[config.mk]
export PLATFORM = sky130hd
export DESIGN_NAME = hbm_bank_timing
export DESIGN_NICKNAME = d
export VERILOG_FILES = /design/src/hbm_addr_pkg.sv /design/src/hbm_req_pkg.sv /design/src/hbm_bank_timing.sv /design/src/hbm_cmd_queue.sv
export VERILOG_INCLUDE_DIRS = /design/src
export SDC_FILE = /design/constraint.sdc
export NUM_CORES = 1
export LEC_CHECK = 0
export BUFFER_PORTS_ARGS = -buffer_cell sky130_fd_sc_hd__buf_2
export CORE_ASPECT_RATIO = 1.5
export CORE_MARGIN = 8
export CORE_UTILIZATION = 41
export CTS_CLUSTER_SIZE = 24
export DETAILED_ROUTE_END_ITERATION = 12
export GPL_TIMING_DRIVEN = 0
export PLACE_DENSITY = 0.6
export SYNTH_ARGS = -nofsm -noshare
export SYNTH_HDL_FRONTEND = slang
export SYNTH_SLANG_ARGS = --single-unit
[constraint.sdc]
create_clock -name clk_i -period 5.6 [get_ports clk_i]
set_input_delay 0.84 -clock clk_i [delete_from_list [all_inputs] [get_ports clk_i]]
set_output_delay 0.84 -clock clk_i [all_outputs]
set_load 0.01 [all_outputs]
[src/hbm_config.svh]
`ifndef HBM_CONFIG_SVH
`define HBM_CONFIG_SVH

// stack organisation
`define HBM_NUM_CHANNELS 2
`define HBM_NUM_BANKS 4

// per-channel byte address and data word
`define HBM_CH_ADDR_WIDTH 12
`define HBM_DATA_WIDTH 32

// column bits sit just above the byte offset
`define HBM_COL_WIDTH 4

// service latency in cycles
`define HBM_T_HIT 4
`define HBM_T_MISS 10

// command queue entries per channel
`define HBM_QUEUE_DEPTH 4

`endif
[src/hbm_addr_pkg.sv]
`include "hbm_config.svh"

package hbm_addr_pkg;

  localparam int byte_off_width = $clog2(`HBM_DATA_WIDTH / 8);
  localparam int chan_width = $clog2(`HBM_NUM_CHANNELS);
  localparam int bank_width = $clog2(`HBM_NUM_BANKS);
  localparam int col_width = `HBM_COL_WIDTH;
  localparam int row_width = `HBM_CH_ADDR_WIDTH - byte_off_width - col_width - bank_width;
  localparam int word_addr_width = `HBM_CH_ADDR_WIDTH - byte_off_width;

  typedef logic [`HBM_CH_ADDR_WIDTH-1:0] hbm_ch_addr_t;
  typedef logic [`HBM_DATA_WIDTH-1:0] hbm_word_t;

  typedef logic [row_width-1:0] hbm_row_t;
  typedef logic [bank_width-1:0] hbm_bank_t;
  typedef logic [chan_width-1:0] hbm_chan_t;
  typedef logic [col_width-1:0] hbm_col_t;

  // global address, channel index spliced in above the column
  typedef struct packed {
    hbm_row_t row;
    hbm_bank_t bank;
    hbm_chan_t chan;
    hbm_col_t col;
    logic [byte_off_width-1:0] offset;
  } hbm_mem_addr_t;

endpackage

[src/hbm_req_pkg.sv]
package hbm_req_pkg;

  import hbm_addr_pkg::*;

  // request at the top-level port of one channel
  typedef struct packed {
    logic write_not_read;
    hbm_ch_addr_t ch_addr;
  } hbm_req_t;

  // one command queue entry
  typedef struct packed {
    logic write_not_read;
    hbm_mem_addr_t mem_addr;
    hbm_word_t data;
  } hbm_cmd_t;

  // completion handed to the backing store
  typedef struct packed {
    logic write_not_read;
    hbm_ch_addr_t ch_addr;
    hbm_word_t data;
  } hbm_done_t;

endpackage

[src/hbm_bank_timing.sv]
`include "hbm_config.svh"

module hbm_bank_timing (
  input  logic                     clk_i,
  input  logic                     reset_i,
  input  hbm_addr_pkg::hbm_chan_t  channel_id_i,
  input  logic                     v_i,
  input  hbm_req_pkg::hbm_req_t    req_i,
  input  logic                     data_v_i,
  input  hbm_addr_pkg::hbm_word_t  data_i,
  output logic                     yumi_o,
  output logic                     data_yumi_o,
  output logic                     done_v_o,
  output hbm_req_pkg::hbm_done_t   done_o
);
  import hbm_addr_pkg::*;
  import hbm_req_pkg::*;

  localparam int lat_width = $clog2(`HBM_T_MISS);

  hbm_mem_addr_t mem_addr;
  hbm_cmd_t push_cmd;
  hbm_cmd_t head_cmd;
  hbm_cmd_t cur_cmd_r;
  logic full;
  logic head_v;
  logic start;
  logic row_hit;

  logic busy_r;
  logic [lat_width-1:0] count_r;
  hbm_row_t open_row_r [`HBM_NUM_BANKS];
  logic [`HBM_NUM_BANKS-1:0] open_v_r;

  // split the channel address and insert the channel index
  assign mem_addr.row = req_i.ch_addr[`HBM_CH_ADDR_WIDTH-1 -: row_width];
  assign mem_addr.bank = req_i.ch_addr[byte_off_width+col_width +: bank_width];
  assign mem_addr.chan = channel_id_i;
  assign mem_addr.col = req_i.ch_addr[byte_off_width +: col_width];
  assign mem_addr.offset = req_i.ch_addr[byte_off_width-1:0];

  // a write only goes in together with its data
  assign yumi_o = v_i & ~full & (~req_i.write_not_read | data_v_i);
  assign data_yumi_o = yumi_o & req_i.write_not_read;

  assign push_cmd.write_not_read = req_i.write_not_read;
  assign push_cmd.mem_addr = mem_addr;
  assign push_cmd.data = req_i.write_not_read ? data_i : '0;

  hbm_cmd_queue #(
    .depth_p(`HBM_QUEUE_DEPTH)
  ) cmd_queue (
    .clk_i(clk_i),
    .reset_i(reset_i),
    .push_i(yumi_o),
    .push_cmd_i(push_cmd),
    .full_o(full),
    .pop_i(start),
    .head_v_o(head_v),
    .head_cmd_o(head_cmd)
  );

  // next command starts only after the open row is updated
  assign start = head_v & ~busy_r;
  assign row_hit = open_v_r[head_cmd.mem_addr.bank]
                   && (open_row_r[head_cmd.mem_addr.bank] == head_cmd.mem_addr.row);

  assign done_v_o = busy_r & (count_r == '0);

  always_ff @(posedge clk_i) begin
    if (reset_i) begin
      busy_r <= 1'b0;
      count_r <= '0;
      open_v_r <= '0;
    end else begin
      if (start) begin
        busy_r <= 1'b1;
        count_r <= row_hit ? lat_width'(`HBM_T_HIT - 1) : lat_width'(`HBM_T_MISS - 1);
      end else if (done_v_o) begin
        busy_r <= 1'b0;
      end else if (busy_r) begin
        count_r <= count_r - 1'b1;
      end
      if (done_v_o) begin
        open_v_r[cur_cmd_r.mem_addr.bank] <= 1'b1;
      end
    end
  end

  always_ff @(posedge clk_i) begin
    if (start) begin
      cur_cmd_r <= head_cmd;
    end
    if (done_v_o) begin
      open_row_r[cur_cmd_r.mem_addr.bank] <= cur_cmd_r.mem_addr.row;
    end
  end

  // back to a word-aligned channel address without the channel index
  assign done_o.write_not_read = cur_cmd_r.write_not_read;
  assign done_o.ch_addr = {
    cur_cmd_r.mem_addr.row,
    cur_cmd_r.mem_addr.bank,
    cur_cmd_r.mem_addr.col,
    {byte_off_width{1'b0}}
  };
  assign done_o.data = cur_cmd_r.data;

endmodule

[src/hbm_cmd_queue.sv]
`include "hbm_config.svh"

module hbm_cmd_queue #(
  parameter int depth_p = `HBM_QUEUE_DEPTH
) (
  input  logic                  clk_i,
  input  logic                  reset_i,
  input  logic                  push_i,
  input  hbm_req_pkg::hbm_cmd_t push_cmd_i,
  output logic                  full_o,
  input  logic                  pop_i,
  output logic                  head_v_o,
  output hbm_req_pkg::hbm_cmd_t head_cmd_o
);
  import hbm_req_pkg::*;

  localparam int ptr_width = (depth_p > 1) ? $clog2(depth_p) : 1;
  localparam int count_width = $clog2(depth_p + 1);

  hbm_cmd_t mem_r [depth_p];
  logic [ptr_width-1:0] wr_ptr_r, rd_ptr_r;
  logic [count_width-1:0] count_r;

  assign full_o = (count_r == count_width'(depth_p));
  assign head_v_o = (count_r != '0);
  assign head_cmd_o = mem_r[rd_ptr_r];

  always_ff @(posedge clk_i) begin
    if (reset_i) begin
      wr_ptr_r <= '0;
      rd_ptr_r <= '0;
      count_r <= '0;
    end else begin
      if (push_i) begin
        wr_ptr_r <= (wr_ptr_r == ptr_width'(depth_p - 1)) ? '0 : wr_ptr_r + 1'b1;
      end
      if (pop_i) begin
        rd_ptr_r <= (rd_ptr_r == ptr_width'(depth_p - 1)) ? '0 : rd_ptr_r + 1'b1;
      end
      // simultaneous push and pop leaves the count alone
      if (push_i && !pop_i) begin
        count_r <= count_r + 1'b1;
      end else if (pop_i && !push_i) begin
        count_r <= count_r - 1'b1;
      end
    end
  end

  always_ff @(posedge clk_i) begin
    if (push_i) begin
      mem_r[wr_ptr_r] <= push_cmd_i;
    end
  end

endmodule

==> impl_metrics.prom <==
# TYPE chip_impl_metric gauge
chip_impl_metric{name="post_cts_resized",unit=""} 0
chip_impl_metric{name="cts.repair_timing.setup_buffer_count",unit=""} 0
chip_impl_metric{name="numCtsBuffers",unit=""} 24
chip_impl_metric{name="pre_antenna_drt_iters",unit=""} 4
chip_impl_metric{name="drc",unit=""} 0
chip_impl_metric{name="die-area",unit="sq um"} 27800
chip_impl_metric{name="timing.critical_path.arrival",unit="ns"} 1.99
chip_impl_info{name="commonest_cells_after_routing_fill_and_taps_aside",value="sky130_fd_sc_hd__edfxtp_1, sky130_fd_sc_hd__buf_2, sky130_fd_sc_hd__mux4_2, sky130_fd_sc_hd__and2_1, sky130_fd_sc_hd__clkbuf_16"} 1
chip_impl_metric{name="seq_power_share",unit=""} 0.489
chip_impl_metric{name="synth.area.mux_share",unit=""} 0.120
chip_impl_metric{name="synth_enable_flop_cells",unit=""} 231
chip_impl_metric{name="worst_slew_margin_rel",unit=""} 0.426
chip_impl_metric{name="cell_internal_pwr",unit="uW"} 3860
chip_impl_metric{name="route.detailed.vias_per_inst",unit=""} 5.07
chip_impl_metric{name="yosys_warnings",unit=""} 0
chip_impl_metric{name="htree_levels",unit=""} 1
chip_impl_metric{name="power_switching",unit="uW"} 1430
chip_impl_metric{name="die-height",unit="um"} 200
chip_impl_metric{name="finish.net_count",unit=""} 630
chip_impl_metric{name="cap_viol_max_count",unit=""} 0
chip_impl_metric{name="synthDistinctLibCells",unit=""} 37
chip_impl_info{name="setup_repair_after_global_routing_missed_its_margin",value="false"} 1
chip_impl_metric{name="power-per-cell-area",unit="nW/um^2"} 483
chip_impl_metric{name="tightest_slew",unit="ns"} 0.860
chip_impl_metric{name="final-setup-viol-count",unit=""} 0
chip_impl_metric{name="worst_clock_skew",unit="ns"} 0.00580
chip_impl_metric{name="fin_area",unit="sq um"} 11000
chip_impl_metric{name="power.static_leakage",unit="uW"} 0.00378
chip_impl_info{name="critPathLaunchType",value="input pin"} 1
chip_impl_metric{name="num_vias",unit=""} 4387
chip_impl_metric{name="detail_route.iter0.violations",unit=""} 198
chip_impl_metric{name="ys_ff_latch",unit=""} 249
chip_impl_metric{name="ir_worst_vdd",unit="uV"} 243
chip_impl_metric{name="r2r_cells",unit=""} 9
chip_impl_metric{name="async_flop_share",unit=""} 0
chip_impl_metric{name="floorplan.initialDensity",unit=""} 0.416
chip_impl_metric{name="grt.overflow.total",unit=""} 0
chip_impl_metric{name="share_comb_of_total_power",unit=""} 0.219
chip_impl_metric{name="clk_path_buf_depth",unit=""} 3
chip_impl_metric{name="floorplan.io_pins",unit=""} 98
chip_impl_metric{name="syn_inst",unit=""} 449
chip_impl_metric{name="port_buffers",unit=""} 91
chip_impl_info{name="worstHoldPathType",value="flop to flop"} 1
chip_impl_metric{name="design.core.area",unit="sq um"} 22300
chip_impl_metric{name="synthesis.area",unit="sq um"} 9280
chip_impl_metric{name="report.final.slew_viol_count",unit=""} 0
chip_impl_metric{name="die_w",unit="um"} 139
chip_impl_info{name="result_of_the_run",value="completed"} 1
chip_impl_metric{name="numClockSinks",unit=""} 249
chip_impl_info{name="critical_path.endpoint_type",value="output port"} 1
chip_impl_info{name="layout_commonest_cell",value="sky130_fd_sc_hd__edfxtp_1"} 1
chip_impl_metric{name="clk_pin_slew_worst_paths",unit="ns"} 0.06
chip_impl_metric{name="worstPathRequired",unit="ns"} 4.76
chip_impl_metric{name="final.setup.worst_slack",unit="ns"} 2.77
chip_impl_metric{name="synth_simple_gate_area_share",unit=""} 0.0480
chip_impl_metric{name="route.antenna.remaining_nets",unit=""} 0
chip_impl_metric{name="synth_seq_area_share",unit=""} 0.787
chip_impl_metric{name="final_min_period_over_clock_period",unit=""} 0.505
chip_impl_metric{name="synthAdderAreaFrac",unit=""} 0.0116
chip_impl_metric{name="rows",unit=""} 67
chip_impl_metric{name="swShare",unit=""} 0.271
chip_impl_metric{name="placement.setup.worst_slack",unit="ns"} 2.46
chip_impl_metric{name="grt_start_max_net_pins",unit=""} 30
chip_impl_info{name="criticalPathCategory",value="input pin to output port"} 1
chip_impl_metric{name="insertedDiodeCount",unit=""} 0
chip_impl_metric{name="timing.hold.worst_path_depth",unit=""} 2
chip_impl_metric{name="hold_ws",unit="ns"} 0.464
chip_impl_metric{name="setup_tns",unit="ns"} 0
chip_impl_metric{name="final_period_demand_of_the_worst_path",unit="ns"} 2.83
chip_impl_metric{name="fraction_of_final_layout_cells_with_drive_strength_greater_than_1",unit=""} 0.315
chip_impl_metric{name="postRouteWirelength",unit="mm"} 17.3
chip_impl_metric{name="final_hold_violating_endpoints",unit=""} 0
chip_impl_metric{name="dp_hpwl",unit="mm"} 11.4
chip_impl_info{name="cts_tree",value="built"} 1
chip_impl_metric{name="finalWeightedCongestion",unit=""} 0.718
chip_impl_metric{name="synth-compound-area-share",unit=""} 0.0111
chip_impl_metric{name="clock_latency_on_the_worst_skew_pair",unit="ns"} 0.50
chip_impl_info{name="cts.root.buffer_cell",value="sky130_fd_sc_hd__clkbuf_16"} 1
chip_impl_metric{name="global_route_wire_length_before_repair",unit="mm"} 27.2
chip_impl_info{name="combinational_family_with_the_most_area_after_synthesis",value="multiplexers"} 1
chip_impl_metric{name="yosys.area_share.xor_xnor",unit=""} 0.00755
chip_impl_info{name="synth_ff_type",value="sky130_fd_sc_hd__edfxtp_1"} 1
chip_impl_metric{name="area_delta_synth_final",unit="%"} 18.2
chip_impl_metric{name="avgRoutedWirePerCell",unit="um"} 20.0
chip_impl_metric{name="synth_area_per_cell",unit="sq um"} 20.7
chip_impl_metric{name="fmax",unit="GHz"} 0.353
chip_impl_metric{name="ctsHoldBuffers",unit=""} 0
chip_impl_metric{name="grtUsageTotal",unit=""} 0.125
chip_impl_metric{name="place_area",unit="sq um"} 10200
chip_impl_metric{name="power.clock.fraction",unit=""} 0.292
chip_impl_metric{name="grt_antenna_before_repair",unit=""} 0
chip_impl_metric{name="cp_max_fo",unit=""} 11
chip_impl_metric{name="number_of_global_route_vias_before_repair",unit=""} 4944
-- layout make-up --
type | count | area [sq um]
Fill cell | 1897 | 11300
Inverter | 7 | 26.3
Tap cell | 276 | 345
Clock buffer | 30 | 644
Multi-Input combinational cell | 174 | 1860
Buffer | 20 | 106
Clock inverter | 14 | 115
Sequential cell | 249 | 7300
Timing Repair Buffer | 96 | 563
-- synth_stat cells (4+ instances only) --
library cell | number | area, sq um
sky130_fd_sc_hd__ha_1 | 7 | 87.6
sky130_fd_sc_hd__inv_1 | 6 | 22.5
sky130_fd_sc_hd__clkbuf_1 | 8 | 30.0
sky130_fd_sc_hd__buf_2 | 7 | 35.0
sky130_fd_sc_hd__and2_1 | 38 | 238
sky130_fd_sc_hd__nor2_1 | 22 | 82.6
sky130_fd_sc_hd__mux2i_1 | 14 | 140
sky130_fd_sc_hd__xnor2_1 | 6 | 52.6
sky130_fd_sc_hd__a21oi_1 | 7 | 35.0
sky130_fd_sc_hd__mux4_2 | 41 | 923
sky130_fd_sc_hd__o21ai_0 | 4 | 20.0
sky130_fd_sc_hd__nand2_1 | 7 | 26.3
sky130_fd_sc_hd__dfxtp_1 | 18 | 360
sky130_fd_sc_hd__edfxtp_1 | 231 | 6940
-- worst max-delay path: stages --
cell and delay (ns):
sky130_fd_sc_hd__buf_2 0.19, sky130_fd_sc_hd__inv_1 0.07, sky130_fd_sc_hd__o21ai_0 0.07, sky130_fd_sc_hd__a21oi_1 0.49, sky130_fd_sc_hd__and2_1 0.20, sky130_fd_sc_hd__buf_2 0.12
-- metal layers --
layer	GRT usage	wire length [um]	up-vias
li1	-	-	2020
met1	0.137	7010	2250
met2	0.238	9310	88
met3	0.0224	639	29
met4	0.0397	389	0
met5	0	0	-
-- path summary, 6_finish.rpt --
path	from	slack, ns	endpoint
hold reg to reg	open_v_r[0]	0.46	open_v_r[0]
setup / recovery	req_i[12]	2.77	data_yumi_o
hold / removal	open_v_r[0]	0.46	open_v_r[0]
setup reg to reg	cmd_queue.count_r[0]	2.86	cmd_queue.count_r[2]
-- power groups by stage --
stage	Sequential [uW]	Combinational [uW]	Clock, uW
global route	2620	1270	1650
detailed placement	2630	1190	0
floorplan	2690	655	0
finish	2590	1160	1540
global placement	2650	1120	0
CTS	2600	1190	1590
-- kinds of logic (layout without fill, tap and decap cells) --
logic type                 count (synthesis)  in the layout
and+or+nand+nor                           82             82
other                                      1              2
muxes                                     57             57
adders and majority gates                  8              8
xor gates and xnor gates                   8              8
AOI/OAI and AO/OA                         17             17
DFF                                      249            249
buffers and inverters                     27            167
-- flip-flops by register name, summed over array words and instances (netlist names), named ones only --
| register | count |
|---|---|
| count_r | 4 |
| cmd_queue.mem_r | 172 |
| done_o | 43 |
| busy_r | 1 |
| cmd_queue.wr_ptr_r | 2 |
| open_row_r | 16 |
| cmd_queue.rd_ptr_r | 2 |
| open_v_r | 4 |
| cmd_queue.count_r | 3 |
-- stage by stage --
step	util	cells	total power, uW
after floorplan	-	450	3340
after global placement	0.452	817	3770
after detailed placement	0.457	822	3820
after CTS	0.491	866	5380
after global routing	0.491	866	5540
final	0.491	866	5290
No activity file was read; power rests on OpenSTA's default activity.
